==> src/verilog/yolo_write_defines.svh <==
`ifndef YOLO_WRITE_DEFINES_SVH
`define YOLO_WRITE_DEFINES_SVH

// external bus and length widths
`define IO_ADDR_W 32
`define LEN_W 16
`define AXI_LEN_W 8

// internal addressing
`define PIXEL_ADDR_W 10
`define CONF_ADDR_W 5

`define N_STAGES 4
`define N_VECT 4
`define N_MACS 4
`define READ_LAT 3

`endif

==> src/verilog/yolo_write_pkg.sv <==
`default_nettype none

`include "yolo_write_defines.svh"

package yolo_write_pkg;

   localparam int NMAC_W = (`N_MACS > 1) ? $clog2(`N_MACS) : 1;

   // one word per setting
   typedef enum logic [`CONF_ADDR_W-1:0] {
      WR_EXT_ADDR, WR_OFFSET, WR_LEN, WR_START,
      WR_ITER, WR_PER, WR_INCR, WR_DELAY,
      RD_LEN,
      YOLO_ITER, YOLO_PER, YOLO_BYPASS, YOLO_MAXPOOL
   } conf_addr_e;

   typedef logic [`N_STAGES-1:0][`IO_ADDR_W-1:0] stage_addr_t;

   typedef struct packed {
      stage_addr_t addr;
      logic [`AXI_LEN_W-1:0] len;
   } wr_ext_cfg_t;

   typedef struct packed {
      logic [`PIXEL_ADDR_W-1:0] start;
      logic [`PIXEL_ADDR_W-1:0] iter;
      logic [`PIXEL_ADDR_W-1:0] per;
      logic [`PIXEL_ADDR_W-1:0] incr;
      logic [`PIXEL_ADDR_W-1:0] delay;
   } wr_seq_cfg_t;

   typedef struct packed {
      logic [`PIXEL_ADDR_W-1:0] iter;
      logic [`PIXEL_ADDR_W-1:0] per;
      logic bypass;
      logic maxpool;
   } yolo_cfg_t;

   typedef struct packed {
      logic [`IO_ADDR_W-1:0] ext_addr;
      logic [`IO_ADDR_W/2-1:0] offset;
      logic [`AXI_LEN_W-1:0] wr_len;
      logic [`LEN_W-1:0] rd_len;
      wr_seq_cfg_t wr_seq;
      yolo_cfg_t yolo;
   } conf_t;

   typedef struct packed {
      logic acc;
      logic mp;
      logic res;
      logic [NMAC_W-1:0] nmac;
   } ld_ctrl_t;

   typedef struct packed {
      logic [`N_VECT-1:0] en;
      logic [`PIXEL_ADDR_W-1:0] addr;
   } wr_ctrl_t;

   typedef struct packed {
      logic [`AXI_LEN_W-1:0] wr_len;
      logic [`AXI_LEN_W-1:0] rd_len;
   } dma_len_t;

endpackage

`default_nettype wire
==> src/verilog/conf_regs.sv <==
`default_nettype none

`include "yolo_write_defines.svh"

module conf_regs (
   input wire clk,
   input wire rst,
   input wire clear,
   input wire cfg_valid,
   input wire cfg_wstrb,
   input wire [`CONF_ADDR_W-1:0] cfg_addr,
   input wire [`IO_ADDR_W-1:0] cfg_wdata,
   output yolo_write_pkg::conf_t conf
);
   import yolo_write_pkg::*;

   // working registers, loaded straight from the cpu word
   always_ff @(posedge clk, posedge rst) begin
      if (rst) begin
         conf <= '0;
      end else if (clear) begin
         conf <= '0;
      end else if (cfg_valid && cfg_wstrb) begin
         case (cfg_addr)
            WR_EXT_ADDR:
               conf.ext_addr <= cfg_wdata;
            WR_OFFSET:
               conf.offset <= cfg_wdata[`IO_ADDR_W/2-1:0];
            WR_LEN:
               conf.wr_len <= cfg_wdata[`AXI_LEN_W-1:0];
            WR_START:
               conf.wr_seq.start <= cfg_wdata[`PIXEL_ADDR_W-1:0];
            WR_ITER:
               conf.wr_seq.iter <= cfg_wdata[`PIXEL_ADDR_W-1:0];
            WR_PER:
               conf.wr_seq.per <= cfg_wdata[`PIXEL_ADDR_W-1:0];
            WR_INCR:
               conf.wr_seq.incr <= cfg_wdata[`PIXEL_ADDR_W-1:0];
            WR_DELAY:
               conf.wr_seq.delay <= cfg_wdata[`PIXEL_ADDR_W-1:0];
            RD_LEN:
               conf.rd_len <= cfg_wdata[`LEN_W-1:0];
            YOLO_ITER:
               conf.yolo.iter <= cfg_wdata[`PIXEL_ADDR_W-1:0];
            YOLO_PER:
               conf.yolo.per <= cfg_wdata[`PIXEL_ADDR_W-1:0];
            // flags take bit 0
            YOLO_BYPASS:
               conf.yolo.bypass <= cfg_wdata[0];
            YOLO_MAXPOOL:
               conf.yolo.maxpool <= cfg_wdata[0];
            default: ;
         endcase
      end
   end

   a_cfg_addr_known: assert property (
      @(posedge clk) disable iff (rst) cfg_valid |-> !$isunknown(cfg_addr)
   );

endmodule

`default_nettype wire

==> src/verilog/dma_len_counter.sv <==
`default_nettype none

`include "yolo_write_defines.svh"

module dma_len_counter (
   input wire clk,
   input wire rst,
   input wire run,
   input wire rd_ready,
   input wire [`LEN_W-1:0] rd_len,
   output logic [`AXI_LEN_W-1:0] burst_len
);

   logic [`LEN_W-1:0] cnt;
   logic [`LEN_W-1:0] len_shadow;

   always_ff @(posedge clk, posedge rst) begin
      if (rst) begin
         cnt <= '0;
         len_shadow <= '0;
      end else if (run) begin
         cnt <= rd_len;
         len_shadow <= rd_len;
      end else if (rd_ready) begin
         // wrap back to the layer length
         if (cnt == '0)
            cnt <= len_shadow;
         else
            cnt <= cnt - 1'b1;
      end
   end

   assign burst_len = (|cnt[`LEN_W-1:`AXI_LEN_W]) ? '1 : cnt[`AXI_LEN_W-1:0];

endmodule

`default_nettype wire

==> src/verilog/load_sequencer.sv <==
`default_nettype none

`include "yolo_write_defines.svh"

module load_sequencer (
   input wire clk,
   input wire rst,
   input wire start,
   input wire yolo_write_pkg::yolo_cfg_t cfg,
   output yolo_write_pkg::ld_ctrl_t ld,
   output logic busy
);
   import yolo_write_pkg::*;

   logic [`PIXEL_ADDR_W-1:0] wait_cnt;
   logic [`PIXEL_ADDR_W-1:0] addr;
   logic [`PIXEL_ADDR_W-1:0] iter_cnt;
   logic hit;
   logic [2:0] acc_line;
   logic [1:0] mp_cnt;
   logic [NMAC_W-1:0] nmac;

   // start of each accumulate window
   assign hit = busy && (wait_cnt == '0) && (addr == '0);

   always_ff @(posedge clk, posedge rst) begin
      if (rst) begin
         busy <= 1'b0;
         wait_cnt <= '0;
         addr <= '0;
         iter_cnt <= '0;
      end else if (start) begin
         busy <= (cfg.iter != '0);
         wait_cnt <= `PIXEL_ADDR_W'(`READ_LAT);
         addr <= '0;
         iter_cnt <= '0;
      end else if (busy) begin
         if (wait_cnt != '0) begin
            wait_cnt <= wait_cnt - 1'b1;
         end else if (addr == cfg.per - 1'b1) begin
            addr <= '0;
            if (iter_cnt == cfg.iter - 1'b1)
               busy <= 1'b0;
            else
               iter_cnt <= iter_cnt + 1'b1;
         end else begin
            addr <= addr + 1'b1;
         end
      end
   end

   always_ff @(posedge clk, posedge rst) begin
      if (rst) begin
         acc_line <= '0;
         mp_cnt <= '0;
         nmac <= '0;
      end else if (start) begin
         acc_line <= '0;
         nmac <= '0;
         mp_cnt <= (cfg.maxpool && !cfg.bypass) ? 2'd3 : 2'd0;
      end else begin
         acc_line <= {acc_line[1:0], hit};
         if (ld.res)
            mp_cnt <= mp_cnt + 1'b1;
         if (acc_line[2])
            nmac <= nmac + 1'b1;
      end
   end

   assign ld.acc = acc_line[0];
   assign ld.res = acc_line[2] || cfg.bypass;
   assign ld.mp = (mp_cnt != 2'd0);
   assign ld.nmac = nmac;

   a_acc_from_busy: assert property (
      @(posedge clk) disable iff (rst) ld.acc |-> $past(busy && (iter_cnt < cfg.iter))
   );

endmodule

`default_nettype wire

==> src/verilog/shadow_pipe.sv <==
`default_nettype none

module shadow_pipe #(
   parameter type payload_t = logic,
   parameter int stages = 1
) (
   input wire clk,
   input wire rst,
   input wire run,
   input wire payload_t d,
   output payload_t q
);

   payload_t pipe [stages];

   // one layer per slot, oldest at the end
   always_ff @(posedge clk, posedge rst) begin
      if (rst) begin
         for (int i = 0; i < stages; i++)
            pipe[i] <= '0;
      end else if (run) begin
         pipe[0] <= d;
         for (int i = 1; i < stages; i++)
            pipe[i] <= pipe[i-1];
      end
   end

   assign q = pipe[stages-1];

endmodule

`default_nettype wire

==> src/verilog/stage_addr_calc.sv <==
`default_nettype none

`include "yolo_write_defines.svh"

module stage_addr_calc (
   input wire clk,
   input wire rst,
   input wire [`IO_ADDR_W-1:0] base,
   input wire [`IO_ADDR_W/2-1:0] offset,
   output yolo_write_pkg::stage_addr_t stage_addr
);

   // base + i*offset, one registered step
   always_ff @(posedge clk, posedge rst) begin
      if (rst) begin
         stage_addr <= '0;
      end else begin
         for (int i = 0; i < `N_STAGES; i++)
            stage_addr[i] <= base + `IO_ADDR_W'(i) * offset;
      end
   end

endmodule

`default_nettype wire

==> src/verilog/write_sequencer.sv <==
`default_nettype none

`include "yolo_write_defines.svh"

module write_sequencer (
   input wire clk,
   input wire rst,
   input wire start,
   input wire bypass,
   input wire yolo_write_pkg::wr_seq_cfg_t cfg,
   output yolo_write_pkg::wr_ctrl_t wr,
   output logic busy
);

   logic [`PIXEL_ADDR_W-1:0] wait_cnt;
   logic [`PIXEL_ADDR_W-1:0] pos;
   logic [`PIXEL_ADDR_W-1:0] iter_cnt;
   logic [`PIXEL_ADDR_W-1:0] row_addr;
   logic [`PIXEL_ADDR_W-1:0] addr_raw;
   logic [`PIXEL_ADDR_W-1:0] addr_q;
   logic [`PIXEL_ADDR_W-1:0] en_cnt;
   logic en_raw;
   logic en_q;
   logic [`N_VECT-1:0] en_dec;

   assign en_raw = busy && (wait_cnt == '0);
   assign addr_raw = row_addr + pos;

   // start + m*incr + p
   always_ff @(posedge clk, posedge rst) begin
      if (rst) begin
         busy <= 1'b0;
         wait_cnt <= '0;
         pos <= '0;
         iter_cnt <= '0;
         row_addr <= '0;
      end else if (start) begin
         busy <= (cfg.iter != '0);
         wait_cnt <= cfg.delay;
         pos <= '0;
         iter_cnt <= '0;
         row_addr <= cfg.start;
      end else if (busy) begin
         if (wait_cnt != '0) begin
            wait_cnt <= wait_cnt - 1'b1;
         end else if (pos == cfg.per - 1'b1) begin
            pos <= '0;
            row_addr <= row_addr + cfg.incr;
            if (iter_cnt == cfg.iter - 1'b1)
               busy <= 1'b0;
            else
               iter_cnt <= iter_cnt + 1'b1;
         end else begin
            pos <= pos + 1'b1;
         end
      end
   end

   // bypass picks every 4th write for each vector
   always_comb begin
      for (int j = 0; j < `N_VECT; j++) begin
         if (bypass)
            en_dec[j] = en_q && (en_cnt == `PIXEL_ADDR_W'(4 * j + 3));
         else
            en_dec[j] = en_raw;
      end
   end

   always_ff @(posedge clk, posedge rst) begin
      if (rst) begin
         en_q <= 1'b0;
         en_cnt <= '0;
         addr_q <= '0;
         wr <= '0;
      end else begin
         en_q <= en_raw;
         addr_q <= addr_raw;
         wr.en <= en_dec;
         wr.addr <= bypass ? addr_q : addr_raw;
         if (start)
            en_cnt <= '0;
         else if (en_q)
            en_cnt <= en_cnt + 1'b1;
      end
   end

   a_bypass_onehot: assert property (
      @(posedge clk) disable iff (rst) bypass |=> $onehot0(wr.en)
   );

endmodule

`default_nettype wire

==> src/verilog/yolo_write_ctrl.sv <==
`default_nettype none

`include "yolo_write_defines.svh"

module yolo_write_ctrl (
   input wire clk,
   input wire rst,
   input wire clear,
   input wire run,
   input wire cfg_valid,
   input wire cfg_wstrb,
   input wire [`CONF_ADDR_W-1:0] cfg_addr,
   input wire [`IO_ADDR_W-1:0] cfg_wdata,
   input wire rd_ready,
   output logic done,
   output yolo_write_pkg::dma_len_t dma_len,
   output yolo_write_pkg::stage_addr_t stage_addr,
   output yolo_write_pkg::ld_ctrl_t ld,
   output yolo_write_pkg::wr_ctrl_t wr
);
   import yolo_write_pkg::*;

   conf_t conf;
   stage_addr_t calc_addr;
   wr_ext_cfg_t wr_ext_in;
   wr_ext_cfg_t wr_ext_act;
   wr_seq_cfg_t wr_seq_act;
   yolo_cfg_t yolo_act;
   logic [`AXI_LEN_W-1:0] rd_burst;
   logic run_q;
   logic ld_busy;
   logic wr_busy;

   conf_regs i_conf_regs (
      .clk(clk), .rst(rst), .clear(clear),
      .cfg_valid(cfg_valid), .cfg_wstrb(cfg_wstrb),
      .cfg_addr(cfg_addr), .cfg_wdata(cfg_wdata),
      .conf(conf)
   );

   stage_addr_calc i_stage_addr_calc (
      .clk(clk), .rst(rst),
      .base(conf.ext_addr), .offset(conf.offset),
      .stage_addr(calc_addr)
   );

   assign wr_ext_in = '{addr: calc_addr, len: conf.wr_len};

   // up to three layers in flight on the external side
   shadow_pipe #(.payload_t(wr_ext_cfg_t), .stages(3)) i_wr_ext_pipe (
      .clk(clk), .rst(rst), .run(run), .d(wr_ext_in), .q(wr_ext_act)
   );

   shadow_pipe #(.payload_t(wr_seq_cfg_t), .stages(2)) i_wr_seq_pipe (
      .clk(clk), .rst(rst), .run(run), .d(conf.wr_seq), .q(wr_seq_act)
   );

   shadow_pipe #(.payload_t(yolo_cfg_t), .stages(2)) i_yolo_pipe (
      .clk(clk), .rst(rst), .run(run), .d(conf.yolo), .q(yolo_act)
   );

   dma_len_counter i_dma_len_counter (
      .clk(clk), .rst(rst), .run(run), .rd_ready(rd_ready),
      .rd_len(conf.rd_len), .burst_len(rd_burst)
   );

   always_ff @(posedge clk, posedge rst) begin
      if (rst)
         run_q <= 1'b0;
      else
         run_q <= run;
   end

   // sequencers start one cycle after run, on the shifted settings
   load_sequencer i_load_sequencer (
      .clk(clk), .rst(rst), .start(run_q),
      .cfg(yolo_act), .ld(ld), .busy(ld_busy)
   );

   write_sequencer i_write_sequencer (
      .clk(clk), .rst(rst), .start(run_q), .bypass(yolo_act.bypass),
      .cfg(wr_seq_act), .wr(wr), .busy(wr_busy)
   );

   assign stage_addr = wr_ext_act.addr;
   assign dma_len = '{wr_len: wr_ext_act.len, rd_len: rd_burst};
   assign done = !ld_busy && !wr_busy;

endmodule

`default_nettype wire

==> config.mk <==
export PLATFORM = sky130hd
export DESIGN_NAME = yolo_write_ctrl
export DESIGN_NICKNAME = d
export VERILOG_FILES = /design/src/verilog/yolo_write_pkg.sv /design/src/verilog/conf_regs.sv /design/src/verilog/dma_len_counter.sv /design/src/verilog/load_sequencer.sv /design/src/verilog/shadow_pipe.sv /design/src/verilog/stage_addr_calc.sv /design/src/verilog/write_sequencer.sv /design/src/verilog/yolo_write_ctrl.sv
export VERILOG_INCLUDE_DIRS = /design/src /design/src/verilog
export SDC_FILE = /design/constraint.sdc
export NUM_CORES = 2
export LEC_CHECK = 0
export BUFFER_PORTS_ARGS = -buffer_cell sky130_fd_sc_hd__buf_2
export CAP_MARGIN = 20
export CORE_AREA = 3 3 270 272
export CTS_CLUSTER_DIAMETER = 200
export CTS_CLUSTER_SIZE = 12
export DETAILED_ROUTE_END_ITERATION = 8
export DIE_AREA = 0 0 273 275
export PLACE_DENSITY = 0.78
export SLEW_MARGIN = 25
export SYNTH_ARGS = -nofsm -noshare
export SYNTH_HDL_FRONTEND = slang
export SYNTH_SLANG_ARGS = --single-unit
==> constraint.sdc <==
create_clock -name clk -period 100.9 [get_ports clk]
set_input_delay 15.135 -clock clk [delete_from_list [all_inputs] [get_ports clk]]
set_output_delay 15.135 -clock clk [all_outputs]
set_load 0.005 [all_outputs]
## After elaboration in Yosys (flattened, before gate mapping)

Cells that the tools add are included.

- Output and inout bits: 164
- Logic and storage cells: 253
- Bits of input ports: 44
- Bits in registers: 971

- Equality and inequality tests: 24
- Multipliers: 1
- Add/sub/neg operators: 19
- Reductions and logical operators: 69
- Mux-type cells: 70

Operator list:

| cell | count |
|---|---|
| $mux 10 | 38 |
| $mux 144 | 2 |
| $mux 16 | 5 |
| $sub 10x1->10 const B | 6 |
| $add 10x1->10 const B | 5 |
| $reduce_bool 2->1 | 25 |
| $eq 10x10->1 | 4 |
| $reduce_bool 10->1 | 4 |
| $reduce_and 2->1 | 17 |
| $add 32x16->32 | 1 |
| $add 32x17->32 | 1 |
| $add 32x18->32 | 1 |
| $mux 32 | 1 |
| $logic_not 10->1 | 3 |
| $eq 5x4->1 const B | 5 |
| $add 10x10->10 | 2 |
| $eq 10x4->1 const B | 2 |
| $eq 5x3->1 const B | 4 |
| $mul 2x16->18 const A | 1 |
| $logic_not 16->1 | 1 |
| $mux 1 | 16 |
| $mux 8 | 2 |
| $sub 16x1->16 const B | 1 |
| $eq 10x2->1 const B | 1 |
| other kinds (14) | 35 |

## Logic depth before layout (Yosys ltp)

- Depth in word-level cells: 7
- Mapped depth: 11
- Mapped depth without buffers: 11

## Modules after synthesis

From an unflattened synthesis, not the netlist that was laid out.

- Cells, all modules: 3544
- Area, all modules: 45228.4 sq um

Modules (own cells, without submodules):

| module | area an instance (sq um) | sequential area each (sq um) | cells each | instances |
|---|---|---|---|---|
| shadow_pipe at i_wr_ext_pipe | 16196.8 | 10209.8 | 998 | 1 |
| stage_addr_calc | 6705.2 | 3153.0 | 600 | 1 |
| conf_regs | 6555.0 | 3603.5 | 531 | 1 |
| write_sequencer | 4967.3 | 1901.8 | 537 | 1 |
| shadow_pipe at i_wr_seq_pipe | 4156.5 | 2502.4 | 262 | 1 |
| load_sequencer | 2751.4 | 950.9 | 304 | 1 |
| shadow_pipe at i_yolo_pipe | 2006.9 | 1101.1 | 116 | 1 |
| dma_len_counter | 1856.8 | 800.8 | 193 | 1 |
| yolo_write_ctrl | 32.5 | 25.0 | 3 | 1 |

## Least setup slack after synthesis

Ideal clock, no wire load.

- Kind: reg-to-output
- Start: register i_dma_len_counter.cnt[8]
- End: output dma_len[7] (netlist bit)
- Arrival: 1834 ps
- Slack: 83931 ps
- Stages on the path, launching flop included: 6
- Required time: 85765 ps
- Path buffers: 1
- Cells stage by stage: dfrtp_1 -> or3_1 -> or4_1 -> nor3_1 -> clkbuf_1 -> nand2_1

RTL lines:

| item | line | text |
|---|---|---|
| from (decl) | dma_len_counter.sv:14 | `` logic [`LEN_W-1:0] cnt; `` |
| from (signal assigned) | dma_len_counter.sv:22 | `cnt <= rd_len;` |
| from (signal assigned) | dma_len_counter.sv:27 | `cnt <= len_shadow;` |
| from (signal assigned) | dma_len_counter.sv:29 | `cnt <= cnt - 1'b1;` |
| to (decl) | yolo_write_ctrl.sv:16 | `output yolo_write_pkg::dma_len_t dma_len,` |

## Worst setup path after layout

- Start: input run
- End: register i_wr_ext_pipe.pipe[332] (netlist bit)

RTL lines:

| item | line | text |
|---|---|---|
| from (decl) | yolo_write_ctrl.sv:9 | `input wire run,` |
| to (signal, indexed assignment) | shadow_pipe.sv:24 | `pipe[i] <= pipe[i-1];` |
| to (decl) | shadow_pipe.sv:14 | `payload_t pipe [stages];` |

No word-level cell between the ends.

==> out/qor.yml <==
outcome: "complete, no violations"
p_leak_nw: 23.0
fillers: 5255
syn-cell-area_mm2: 0.0423
setup_viol: 0
io_buffers: 207
dpl_cell_area_mm2: 0.0432
fmax_ghz: 0.0528
netlist-cell-type-count: 83
final_common_cell: "dfrtp_1"
cp_data_required_time_ns: 101.42
fp.dieW_um: 273
cp_cell_sequence: "buf_8 -> buf_4 -> buf_16 -> buf_12 -> buf_4 -> buf_4 -> mux2_2"
cts_htree_levels: 3
grt_pass1_wl_mm: 138
path_class: "primary input to flop"
detail-route-antenna-nets: 0
finalNonFillerCells: 4460
grt_pass1_vias: 25774
antenna_found_initial: 2
pre_cts_slack_ns: 81.08
critPathMostFrequentCell: "buf_4"
yosysWarnings: 0
cts_made_buffers: 90
synth-seq-cells: 963
cts_tree: "built"
die-area_mm2: 0.0751
area_growth_pct: 7.78
final.setup_skew_ns: 0.0227
finalCritPeriodShare: 0.188
drive_gt1_frac: 0.260
max_slew_margin: 0.322
core-area_mm2: 0.0710
yosys.area.top_type: "dfrtp_1"
nNetsFinal: 3649
hold_ws_ns: 0.403
slowest_stage: "buf_4"
drt_wl_total_mm: 84.0
async_flop_share: 1.00
final_hold_viol_count: 0
cap_violations: 0
initial_utilization: 0.596
drc: 0
vias: 25428
fp.dieH_um: 275
hp-class: "flop to flop"
mostFrequentLayoutCells: "dfrtp_1 (962), mux2_2 (541), nand2_1 (297)"
ys_seq_area_frac: 0.569
final_core_util: 0.642
fin_crit_ns: 18.92
synth_top_cell_area_share: 0.569
crit_path_max_incr_delay_ns: 0.91
worstPathArrival_ns: 19.44
avgViaCountPerCell: 5.70
ctsResizeCount: 0
rsz0062_at_grt: "no"
wl_per_cell_um: 18.8
synth_area_per_cell_um2: 12.2
synthCells: 3466
first_pass_iters: 7
place_hpwl_mm: 55.0
finalWorstSetupSlack_ns: 81.98
start_kind: "primary input"
fin_setup_tns_ns: 0
peakVddDrop_v: 0.0000135
cp_max_fo: 150
cts_sinks: 963
drt_iter0_markers: 1737
final_cell_area_mm2: 0.0456
ctsHoldBuffers: 0
ys_top_cells_by_area: "dfrtp_1 (57%), mux2_2 (14%), nand2_1 (2.6%)"
gr-total-overflow: 0
worstSkewPairLatency_ns: 0.64
final_max_slew_viol_count: 0
ys.flop_type: "dfrtp_1"
track_usage: 0.229
pin_count: 208
tightest_slew_ns: 1.02
cp-end-kind: "flop"
rows: 98
clk_pin_slew_ns: 0.06
placed_cells: 4361
grt_max_degree: 151
diodes: 0
synth_fp_nets: 3611
place_congestion: 0.863
postCtsSetupBuffers: 0
cts_buffer_depth: 3
synth_edf_count: 0
cellPowerDensity_mw_per_mm2: 16.2
power_mw: 0.740
root_buffer: "clkbuf_16"
critical path, delay by kind of cell:
family	cells	cell delay, ns
muxes	1	0.42
buffers and inverters	6	3.63
flip-flops by register name, indices dropped and copies added (netlist names), 22 cells and up:
| signal | cells |
|---|---|
| i_wr_ext_pipe.q | 134 |
| i_yolo_pipe.pipe | 22 |
| i_yolo_pipe.q | 22 |
| i_conf_regs.conf | 144 |
| i_stage_addr_calc.stage_addr | 126 |
| i_wr_ext_pipe.pipe | 268 |
| i_wr_seq_pipe.q | 50 |
| i_wr_seq_pipe.pipe | 50 |
power by group:
part           internal, mW  switching (mW)  leakage, nW  total [mW]
Clock                 0.160           0.136         1.16       0.296
Combinational        0.0168          0.0304         8.48      0.0472
Sequential            0.392         0.00482         13.4       0.397
Total                 0.568           0.171         23.0       0.740
per-layer routing:
layer	vias up	global-route usage	share of wire	wire length, µm
met2	530	0.373	0.48	40200
met4	4	0.0647	0.022	1820
met1	12952	0.326	0.46	38200
met3	121	0.0330	0.045	3740
li1	11821	-	-	-
met5	-	0	0.00032	27
path summary, 6_finish.rpt:
path                                                           start                                         to  cells past startpoint  slack, ns
hold reg to reg                    i_conf_regs.conf[112]$_DFFE_PP0P_  i_stage_addr_calc.stage_addr[0]$_DFF_PP0_                      0       0.40
min in group asynchronous                                        rst       i_dma_len_counter.cnt[4]$_DFFE_PP0P_                      2      14.59
setup reg to reg           i_write_sequencer.wait_cnt[0]$_DFFE_PP0P_  i_write_sequencer.iter_cnt[7]$_DFFE_PP0P_                     10      97.28
hold / removal                     i_conf_regs.conf[112]$_DFFE_PP0P_  i_stage_addr_calc.stage_addr[0]$_DFF_PP0_                      0       0.40
max in group asynchronous                                        rst        i_wr_ext_pipe.pipe[368]$_DFFE_PP0P_                      5      83.35
setup / recovery                                                 run        i_wr_ext_pipe.pipe[332]$_DFFE_PP0P_                      7      81.98
synthesized netlist by cell type, types with 14 or more instances:
| cell type | number |
|---|---|
| dfrtp_1 | 963 |
| mux2_2 | 541 |
| nand2_1 | 297 |
| nor2_1 | 226 |
| a21oi_1 | 144 |
| buf_4 | 137 |
| clkbuf_1 | 137 |
| xnor2_1 | 124 |
| o21ai_0 | 118 |
| mux2i_1 | 94 |
| ha_1 | 81 |
| inv_1 | 76 |
| xor2_1 | 63 |
| nand3_1 | 56 |
| nor3_1 | 40 |
| a21o_1 | 27 |
| nand2b_1 | 24 |
| and3_1 | 22 |
| nor2b_1 | 21 |
| fa_1 | 20 |
| nand4_1 | 20 |
| nor4_1 | 17 |
| buf_1 | 15 |
| a31oi_1 | 14 |
| or3_1 | 14 |
kinds of logic (layout without fill, tap and decap cells):
logic type	Yosys count	in the layout	synth area share
buffers and inverters	370	414	0.0454
multiplexers	638	638	0.167
AO/OA/AOI/OAI	401	401	0.0575
flip-flops	963	963	0.569
adder cells (fa/ha/maj)	101	101	0.0334
XOR/XNOR	187	187	0.0387
AND/OR/NAND/NOR	806	806	0.0885
cell type report:
type                            count  area (µm²)  share of cell area
Sequential cell                   963       24100               0.528
Tap cell                          950        1190              0.0261
Timing Repair Buffer              239        1340              0.0293
Clock buffer                       92        2280              0.0500
Inverter                           77         302             0.00661
Clock inverter                      6        81.3             0.00178
Multi-Input combinational cell   2133       16300               0.358
No activity file was read; power rests on OpenSTA's default activity.
